$ cat config.mk
export PLATFORM = sky130hd
export DESIGN_NAME = armCore
export DESIGN_NICKNAME = d
export VERILOG_FILES = /design/src/rtl/armPkg.sv /design/src/rtl/armCtrlIf.sv /design/src/rtl/armDecoder.sv /design/src/rtl/condUnit.sv /design/src/rtl/regFile.sv /design/src/rtl/armAlu.sv /design/src/rtl/armDatapath.sv /design/src/rtl/armCore.sv
export SDC_FILE = /design/constraint.sdc
export NUM_CORES = 2
export LEC_CHECK = 0
export BUFFER_PORTS_ARGS = -buffer_cell sky130_fd_sc_hd__buf_2
export CORE_ASPECT_RATIO = 0.5
export CORE_MARGIN = 2
export CORE_UTILIZATION = 68
export DETAILED_ROUTE_END_ITERATION = 6
export PLACE_DENSITY = 0.87
export SYNTH_ARGS = -nofsm -noshare
export SYNTH_HDL_FRONTEND = slang
export SYNTH_HIERARCHICAL = 1
export SYNTH_SLANG_ARGS = --single-unit
$ cat constraint.sdc
create_clock -name clk -period 13.76 [get_ports clk]
set_input_delay 1.376 -clock clk [delete_from_list [all_inputs] [get_ports clk]]
set_output_delay 1.376 -clock clk [all_outputs]
set_load 0.01 [all_outputs]
$ cat src/rtl/armPkg.sv
`default_nettype none

package armPkg;

   localparam int WordWidth    = 32;
   localparam int RegAddrWidth = 4;
   localparam int ShamtWidth   = 5;    // Immediate shift amount field

   typedef logic [WordWidth-1:0]    wordT;
   typedef logic [RegAddrWidth-1:0] regAddrT;

   localparam regAddrT PcReg   = 4'd15;  // Reads as pc + 8
   localparam regAddrT LinkReg = 4'd14;  // BL return address
   localparam wordT    PcStep  = 32'd4;

   // Data-processing function field, instr[24:21]
   localparam logic [3:0] FnAnd = 4'b0000;
   localparam logic [3:0] FnEor = 4'b0001;
   localparam logic [3:0] FnSub = 4'b0010;
   localparam logic [3:0] FnAdd = 4'b0100;
   localparam logic [3:0] FnTst = 4'b1000;
   localparam logic [3:0] FnCmp = 4'b1010;
   localparam logic [3:0] FnOrr = 4'b1100;
   localparam logic [3:0] FnMov = 4'b1101;
   localparam logic [3:0] FnBic = 4'b1110;

   typedef struct packed {
      logic n;
      logic z;
      logic c;
      logic v;
   } flagsT;

   typedef enum logic [3:0] {
      EQ = 4'b0000, NE = 4'b0001, CS = 4'b0010, CC = 4'b0011,
      MI = 4'b0100, PL = 4'b0101, VS = 4'b0110, VC = 4'b0111,
      HI = 4'b1000, LS = 4'b1001, GE = 4'b1010, LT = 4'b1011,
      GT = 4'b1100, LE = 4'b1101, AL = 4'b1110
   } condT;

   typedef enum logic [2:0] {
      AluAdd = 3'd0, AluSub = 3'd1, AluAnd = 3'd2, AluOrr = 3'd3,
      AluEor = 3'd4, AluBic = 3'd5, AluMov = 3'd6
   } aluOpT;

   typedef enum logic [1:0] {
      Imm8 = 2'b00, Imm12 = 2'b01, ImmBranch = 2'b10
   } immSrcT;

   // Same values as instr[27:26]
   typedef enum logic [1:0] {
      OpData = 2'b00, OpMem = 2'b01, OpBranch = 2'b10
   } opClassT;

endpackage

`default_nettype wire

$ cat src/rtl/armCtrlIf.sv
`default_nettype none

interface armCtrlIf;

   // Decoded, before the condition check
   logic [2:0] regSrc;        // [0] ra1=pc, [1] ra2=rd, [2] wa=lr
   logic [1:0] immSrc;
   logic       aluSrc;        // Immediate second operand
   logic [2:0] aluOp;
   logic       memToReg;
   logic       setFlags;      // NZ enable
   logic       setCarry;      // CV enable
   logic       link;          // Write pc + 4 instead of result
   logic       decRegWrite;
   logic       decMemWrite;
   logic       decPcWrite;

   // Qualified by condition and pcReady
   logic       regWrite;
   logic       memWriteEn;
   logic       pcSrc;

   logic [3:0] aluFlags;      // n, z, c, v

   modport decoder (output regSrc, immSrc, aluSrc, aluOp, memToReg, setFlags,
                    setCarry, link, decRegWrite, decMemWrite, decPcWrite);
   modport condition (input decRegWrite, decMemWrite, decPcWrite, setFlags,
                      setCarry, aluFlags, output regWrite, memWriteEn, pcSrc);
   modport datapath (input regSrc, immSrc, aluSrc, aluOp, memToReg, link,
                     regWrite, pcSrc, output aluFlags);

endinterface

`default_nettype wire

$ cat src/rtl/armDecoder.sv
`default_nettype none

module armDecoder
   import armPkg::*;
(
   input  wordT      instr,
   armCtrlIf.decoder ctrl
);

   opClassT    opClass;
   logic [5:0] funct;     // I, opcode, S / L
   logic [3:0] fn;
   logic       sBit;      // S for data, L for memory
   logic       isData;
   logic       noWrite;
   logic       branch;
   logic       regW;
   logic       memW;

   assign opClass = opClassT'(instr[27:26]);
   assign funct   = instr[25:20];
   assign fn      = funct[4:1];
   assign sBit    = funct[0];
   assign isData  = (opClass == OpData);
   assign noWrite = (fn == FnCmp) | (fn == FnTst);  // Flags only

   // Main decoder
   always_comb
   begin
      branch        = 1'b0;
      regW          = 1'b0;
      memW          = 1'b0;
      ctrl.regSrc   = 3'b000;
      ctrl.immSrc   = Imm8;
      ctrl.aluSrc   = 1'b0;
      ctrl.memToReg = 1'b0;
      ctrl.link     = 1'b0;
      case (opClass)
         OpData:
         begin
            ctrl.aluSrc = funct[5];    // I bit
            regW        = ~noWrite;
         end
         OpMem:
         begin
            ctrl.immSrc   = Imm12;
            ctrl.aluSrc   = 1'b1;
            ctrl.memToReg = sBit;      // LDR
            regW          = sBit;
            memW          = ~sBit;     // STR
            ctrl.regSrc   = {1'b0, ~sBit, 1'b0};  // Store data from rd
         end
         OpBranch:
         begin
            branch      = 1'b1;
            ctrl.immSrc = ImmBranch;
            ctrl.aluSrc = 1'b1;
            ctrl.link   = funct[4];    // BL
            regW        = funct[4];
            ctrl.regSrc = {funct[4], 1'b0, 1'b1};  // Base is pc + 8
         end
         default:
            branch = 1'b0;
      endcase
   end

   // ALU decoder
   always_comb
   begin
      ctrl.aluOp    = AluAdd;   // Address and branch target add
      ctrl.setFlags = 1'b0;
      ctrl.setCarry = 1'b0;
      if (isData)
      begin
         case (fn)
            FnAnd, FnTst: ctrl.aluOp = AluAnd;
            FnSub, FnCmp: ctrl.aluOp = AluSub;
            FnEor:        ctrl.aluOp = AluEor;
            FnOrr:        ctrl.aluOp = AluOrr;
            FnBic:        ctrl.aluOp = AluBic;
            FnMov:        ctrl.aluOp = AluMov;
            default:      ctrl.aluOp = AluAdd;
         endcase
         ctrl.setFlags = sBit;
         // C and V only from arithmetic
         ctrl.setCarry = sBit & ((fn == FnAdd) | (fn == FnSub) | (fn == FnCmp));
      end
   end

   assign ctrl.decRegWrite = regW;
   assign ctrl.decMemWrite = memW;
   assign ctrl.decPcWrite  = ((instr[15:12] == PcReg) & regW) | branch;

endmodule

`default_nettype wire

$ cat src/rtl/condUnit.sv
`default_nettype none

module condUnit
   import armPkg::*;
(
   input  logic        clk,
   input  logic        reset,
   input  logic        pcReady,
   input  condT        cond,
   armCtrlIf.condition ctrl
);

   logic [1:0] nzQ;
   logic [1:0] cvQ;
   flagsT      flags;
   flagsT      aluFlags;
   logic       nEqV;
   logic       condEx;
   logic       commit;    // Condition holds and core advances

   assign flags    = {nzQ, cvQ};
   assign aluFlags = ctrl.aluFlags;
   assign nEqV     = (flags.n == flags.v);

   always_comb
   begin
      case (cond)
         EQ:      condEx = flags.z;
         NE:      condEx = ~flags.z;
         CS:      condEx = flags.c;
         CC:      condEx = ~flags.c;
         MI:      condEx = flags.n;
         PL:      condEx = ~flags.n;
         VS:      condEx = flags.v;
         VC:      condEx = ~flags.v;
         HI:      condEx = flags.c & ~flags.z;
         LS:      condEx = ~flags.c | flags.z;
         GE:      condEx = nEqV;
         LT:      condEx = ~nEqV;
         GT:      condEx = ~flags.z & nEqV;
         LE:      condEx = flags.z | ~nEqV;
         AL:      condEx = 1'b1;
         default: condEx = 1'b0;  // 1111 never executes
      endcase
   end

   assign commit = condEx & pcReady;

   // NZ pair
   always_ff @(posedge clk or posedge reset)
   begin
      if (reset)
         nzQ <= 2'b00;
      else if (ctrl.setFlags & commit)
         nzQ <= {aluFlags.n, aluFlags.z};
   end

   // CV pair, arithmetic only
   always_ff @(posedge clk or posedge reset)
   begin
      if (reset)
         cvQ <= 2'b00;
      else if (ctrl.setCarry & commit)
         cvQ <= {aluFlags.c, aluFlags.v};
   end

   assign ctrl.regWrite   = ctrl.decRegWrite & commit;
   assign ctrl.memWriteEn = ctrl.decMemWrite & commit & ~reset;
   assign ctrl.pcSrc      = ctrl.decPcWrite & commit;

endmodule

`default_nettype wire

$ cat src/rtl/regFile.sv
`default_nettype none

module regFile
   import armPkg::*;
(
   input  logic    clk,
   input  logic    we,
   input  regAddrT ra1,
   input  regAddrT ra2,
   input  regAddrT wa,
   input  wordT    wd,
   input  wordT    r15,    // pc + 8
   output wordT    rd1,
   output wordT    rd2
);

   wordT regs [PcReg];     // r0 to r14

   // r15 lives in the datapath pc register
   always_ff @(posedge clk)
   begin
      if (we && (wa != PcReg))
         regs[wa] <= wd;
   end

   assign rd1 = (ra1 == PcReg) ? r15 : regs[ra1];
   assign rd2 = (ra2 == PcReg) ? r15 : regs[ra2];

endmodule

`default_nettype wire

$ cat src/rtl/armAlu.sv
`default_nettype none

module armAlu
   import armPkg::*;
(
   input  wordT                  a,
   input  wordT                  b,
   input  aluOpT                 aluOp,
   input  logic [1:0]            shiftType,
   input  logic [ShamtWidth-1:0] shamt,
   output wordT                  result,
   output flagsT                 flags
);

   logic               isSub;
   logic               isArith;
   wordT               bInv;
   logic [WordWidth:0] sum;     // Top bit is carry out
   wordT               shifted;

   assign isSub   = (aluOp == AluSub);
   assign isArith = (aluOp == AluAdd) | isSub;
   assign bInv    = isSub ? ~b : b;
   assign sum     = {1'b0, a} + {1'b0, bInv} + {{WordWidth{1'b0}}, isSub};

   // MOV shifter
   always_comb
   begin
      case (shiftType)
         2'b00:   shifted = b << shamt;              // LSL
         2'b01:   shifted = b >> shamt;              // LSR
         2'b10:   shifted = $signed(b) >>> shamt;    // ASR
         default: shifted = b;                       // ROR not supported
      endcase
   end

   always_comb
   begin
      case (aluOp)
         AluAdd, AluSub: result = sum[WordWidth-1:0];
         AluAnd:         result = a & b;
         AluOrr:         result = a | b;
         AluEor:         result = a ^ b;
         AluBic:         result = a & ~b;
         AluMov:         result = shifted;
         default:        result = '0;
      endcase
   end

   assign flags.n = result[WordWidth-1];
   assign flags.z = (result == '0);
   assign flags.c = isArith & sum[WordWidth];
   // Operands agree in sign, sum does not
   assign flags.v = isArith & (a[WordWidth-1] == bInv[WordWidth-1])
                    & (sum[WordWidth-1] != a[WordWidth-1]);

endmodule

`default_nettype wire

$ cat src/rtl/armDatapath.sv
`default_nettype none

module armDatapath
   import armPkg::*;
(
   input  logic       clk,
   input  logic       reset,
   input  logic       pcReady,
   input  wordT       instr,
   input  wordT       readData,
   output wordT       pc,
   output wordT       dataAddr,
   output wordT       writeData,
   armCtrlIf.datapath ctrl
);

   wordT    pcNext, pcPlus4, pcPlus8;
   wordT    extImm;
   wordT    srcA, srcB;
   wordT    aluResult;
   wordT    result;
   wordT    regWd;
   regAddrT ra1, ra2, wa;
   logic [ShamtWidth-1:0] shamt;

   // Program counter, stalls while pcReady is low
   always_ff @(posedge clk or posedge reset)
   begin
      if (reset)
         pc <= '0;
      else if (pcReady)
         pc <= pcNext;
   end

   assign pcPlus4 = pc + PcStep;
   assign pcPlus8 = pcPlus4 + PcStep;
   assign pcNext  = ctrl.pcSrc ? result : pcPlus4;  // Branch or write to r15

   always_comb
   begin
      case (immSrcT'(ctrl.immSrc))
         Imm8:      extImm = {24'b0, instr[7:0]};
         Imm12:     extImm = {20'b0, instr[11:0]};
         ImmBranch: extImm = {{6{instr[23]}}, instr[23:0], 2'b00};  // Word offset
         default:   extImm = '0;
      endcase
   end

   assign ra1   = ctrl.regSrc[0] ? PcReg : instr[19:16];
   assign ra2   = ctrl.regSrc[1] ? instr[15:12] : instr[3:0];
   assign wa    = ctrl.regSrc[2] ? LinkReg : instr[15:12];
   assign regWd = ctrl.link ? pcPlus4 : result;   // BL return address

   regFile i_regFile (
      .clk (clk),
      .we  (ctrl.regWrite),
      .ra1 (ra1),
      .ra2 (ra2),
      .wa  (wa),
      .wd  (regWd),
      .r15 (pcPlus8),
      .rd1 (srcA),
      .rd2 (writeData)
   );

   assign srcB  = ctrl.aluSrc ? extImm : writeData;
   // Shift field overlaps the immediate
   assign shamt = ctrl.aluSrc ? '0 : instr[11:7];

   armAlu i_armAlu (
      .a         (srcA),
      .b         (srcB),
      .aluOp     (aluOpT'(ctrl.aluOp)),
      .shiftType (instr[6:5]),
      .shamt     (shamt),
      .result    (aluResult),
      .flags     (ctrl.aluFlags)
   );

   assign dataAddr = aluResult;
   assign result   = ctrl.memToReg ? readData : aluResult;

endmodule

`default_nettype wire

$ cat src/rtl/armCore.sv
`default_nettype none

module armCore
   import armPkg::*;
(
   input  logic clk,
   input  logic reset,
   input  logic pcReady,     // Level, low stalls the core
   input  wordT instr,
   input  wordT readData,    // Combinational read, same cycle
   output wordT pc,
   output wordT dataAddr,
   output wordT writeData,
   output logic memWrite
);

   armCtrlIf ctrlIf ();

   armDecoder i_armDecoder (
      .instr (instr),
      .ctrl  (ctrlIf.decoder)
   );

   // Condition field is instr[31:28]
   condUnit i_condUnit (
      .clk     (clk),
      .reset   (reset),
      .pcReady (pcReady),
      .cond    (condT'(instr[31:28])),
      .ctrl    (ctrlIf.condition)
   );

   armDatapath i_armDatapath (
      .clk       (clk),
      .reset     (reset),
      .pcReady   (pcReady),
      .instr     (instr),
      .readData  (readData),
      .pc        (pc),
      .dataAddr  (dataAddr),
      .writeData (writeData),
      .ctrl      (ctrlIf.datapath)
   );

   assign memWrite = ctrlIf.memWriteEn;

endmodule

`default_nettype wire

==> impl_metrics.toml <==
[power_and_ir_drop]
power_leakage_nw = 14.3
p_int_mw = 3.48
switchingPower_mw = 2.53
power_density_nw_per_um2 = 153
pwr-share-comb_pct = 42.4
power.share.clock_pct = 21.8
total_power_mw = 6.00
p_sw_share_pct = 42.1
ir_worst_vdd_uv = 128
pwr-share-seq_pct = 35.8

[sta]
period_minus_slack_ns = 10.88
slew_violations = 44
fin_ws_ns = 2.88
clock_skew_ns = 0.0478
tns_ns = 0
maxSlewHeadroom_pct = -6.11
tightest_slew_ns = 1.58
rsz0062_at_grt = "no"
fmax_ghz = 0.0919
hold_ws_ns = 0.589
hold_viol = 0
setup_violations = 0
period_share_pct = 79.1

[synth]
ys_types = 112
synth-compound-area-share_pct = 16.1
ys_seq_elements = 516
synth_fa_ha_area_share_pct = 2.82
netlist_instances = 3299
synth_top_area_share_pct = 39.3
synth.largest_area_cell = "edfxtp_1"
synth_nets = 3448
synth_edf_count = 480
yosys-top-cells-area = "edfxtp_1 39%, mux4_2 9.0%, mux2i_1 7.4%"
async_flop_share_pct = 6.98
mappedNetlistArea_um2 = 36700
muxShareOfSynthArea_pct = 20.9
synth_top_family_by_area = "multiplexers"
synth-simple-area-share_pct = 10.4
ys_warn_count = 6
avgSynthCellArea_um2 = 11.1
synth_ff_type = "edfxtp_1"
synth_xor_area_share_pct = 2.63
ys_seq_area_share_pct = 41.7

[setup_path]
reg2reg_depth = 27
worstSetupStartpointType = "input port"
ff2ff_setup_slack_ns = 3.56
worstSetupPathType = "input port to output pin"
worstSetupStartpoint = "instr[27]"
r2r_end = "i_armDatapath/i_regFile/regs[13][25]"
worstPathMaxFanout = 115
endpoint_kind = "output pin"
required_ns = 12.38
arrival_ns = 9.51
endpoint = "dataAddr[30]"
r2r-start = "i_armDatapath/pc[2]"

[finish]
final_common_cell = "edfxtp_1"
drive_above_1_share_pct = 19.4
multi_input_area_um2 = 19600
register_area_um2 = 15300
layout_common_cells = "480 x edfxtp_1, 273 x mux2i_1, 235 x nand2_1"
fillers = 3328
syn2layout_area_growth_pct = 7.14
fin_nets = 3474
design_area_um2 = 39300

[floorplanning]
dieWidth_um = 333
io_pins = 164
rows = 60
core_um2 = 53500
start_util_pct = 68.6
die_h_um = 168
fp.dieArea_um2 = 55900

[outcome]
status = "finished with violations"
violations = "DRC, capacitance limit, slew limit"

[detailed_routing]
first_iter_violations = 7625
vias_per_cell = 8.21
drt-total-wl_um = 150000
drc = 102
ant_nets = 0
firstDrtPassIters = 7
routedWlPerCell_um = 36.9
vias = 33500

[cts]
cts_resized = 0
numCtsBuffers = 45
cts_tree = "built"
h-tree-depth = 2
clock_latency_ns = 0.61
ctsLongestPathBuffers = 3
cts_setup_buffers = 0
cts_hold_buffers = 0
root_buffer = "clkbuf_16"
path_clk_slew_ns = 0.08
cts.sinks = 516

[placement]
place_ws_ns = 3.39
placed_area_um2 = 37900
dpl.hpwl_um = 96700
routabilityCongestion = 1.07
io_buffers = 163

[global_route]
grt_first_pass_wirelength_um = 215000
antenna_found_initial = 4
grt_max_degree = 116
grt_use_total_pct = 52.6
grt_util_met1_pct = 65.4
grt_overflow = 0
busiest_layer = "met2"
met3_usage_pct = 23.1
grt_use_met2_pct = 75.6
grt_pass1_vias = 31300

[hold_path]
hold_class = "flop to flop"

[run]
drv_cap = 9
==> through the flow <==
step	utilization, %	cells
floorplan	-	3299
global placement	70.7	3991
detailed placement	70.7	3991
CTS	73.4	4070
global route	73.4	4071
finish	73.5	4078
==> cell usage after synthesis, types with 38 or more instances <==
master    number
nor3_1        38
nand2_1      235
xnor2_1       83
a21oi_1      149
edfxtp_1     480
inv_1        123
mux2i_1      273
buf_2         64
o21ai_1       60
o21ai_0      204
nor2b_1       69
nor2_1       227
mux4_2       147
clkbuf_1     141
a221oi_1      55
mux2_2        89
ha_1          81
==> metal layers <==
| metal | vias to the layer above | routed length (um) |
|---|---|---|
| met4 | 12 | 12900 |
| met1 | 15600 | 48800 |
| met3 | 1205 | 27500 |
| li1 | 12800 | - |
| met5 | - | 347 |
| met2 | 3878 | 60900 |
==> power groups by stage <==
stage               registers (mW)  clock network, mW  logic (mW)
finish                        2.15               1.31        2.54
global route                  2.15               1.33        2.59
CTS                           2.14               1.28        2.36
global placement              2.17                  0        2.28
detailed placement            2.17                  0        2.33
floorplan                     2.11                  0        1.49
==> critical path: stages <==
cell and delay [ns]:
buf_2 0.13, inv_1 0.11, ha_1 0.18, nor2b_1 0.17
and2_1 0.37, mux2_8 0.61, buf_12 0.68, mux4_2 0.38
mux2i_1 0.11, a211oi_1 1.24, nor2_1 0.08, a21oi_1 0.74
inv_1 0.18, xnor2_1 0.20, ha_1 0.40, nand2_1 0.12
nor4_1 0.29, o21a_1 0.22, o211ai_1 0.18, a31oi_1 0.46
a21o_1 0.27, o221ai_1 0.19, mux2i_1 0.15, a211o_1 0.35
buf_2 0.16
==> cell type report <==
cell class | instances | area share (%)
tap | 713 | 2.27
clock inverter | 26 | 0.678
antenna | 8 | 0.0509
inverter | 126 | 1.20
multi-input combinational | 2375 | 49.9
clock buffer | 53 | 2.94
timing repair buffer | 261 | 3.98
sequential | 516 | 39.0
==> sequential cells by signal, summed over array words and instances, names as in the netlist <==
| signal | count |
|---|---|
| i_armDatapath/i_regFile/regs | 480 |
| i_armDatapath/pc | 32 |
| i_condUnit/cvQ | 2 |
| i_condUnit/nzQ | 2 |
==> worst min-delay path by stage <==
stage                    startpoint                    to  slack (ns)  depth (start not counted)
3_3_place_gp   i_armDatapath/pc[31]  i_armDatapath/pc[31]        0.54                          1
6_report       i_armDatapath/pc[31]  i_armDatapath/pc[31]        0.59                          1
4_1_cts        i_armDatapath/pc[31]  i_armDatapath/pc[31]        0.58                          1
2_1_floorplan   i_armDatapath/pc[0]   i_armDatapath/pc[0]        0.51                          2
5_1_grt        i_armDatapath/pc[31]  i_armDatapath/pc[31]        0.61                          1
3_5_place_dp   i_armDatapath/pc[31]  i_armDatapath/pc[31]        0.57                          1
==> cells by family (layout without fill, tap and decap cells) <==
logic type | after synthesis | in the layout
AOI/OAI and AO/OA | 871 | 871
xor gates and xnor gates | 110 | 110
adders and majority gates | 82 | 82
buffers and inverters | 408 | 466
DFF | 516 | 516
muxes | 539 | 539
other | 0 | 8
and+or+nand+nor | 773 | 773
(Power assumes the default switching activity.)
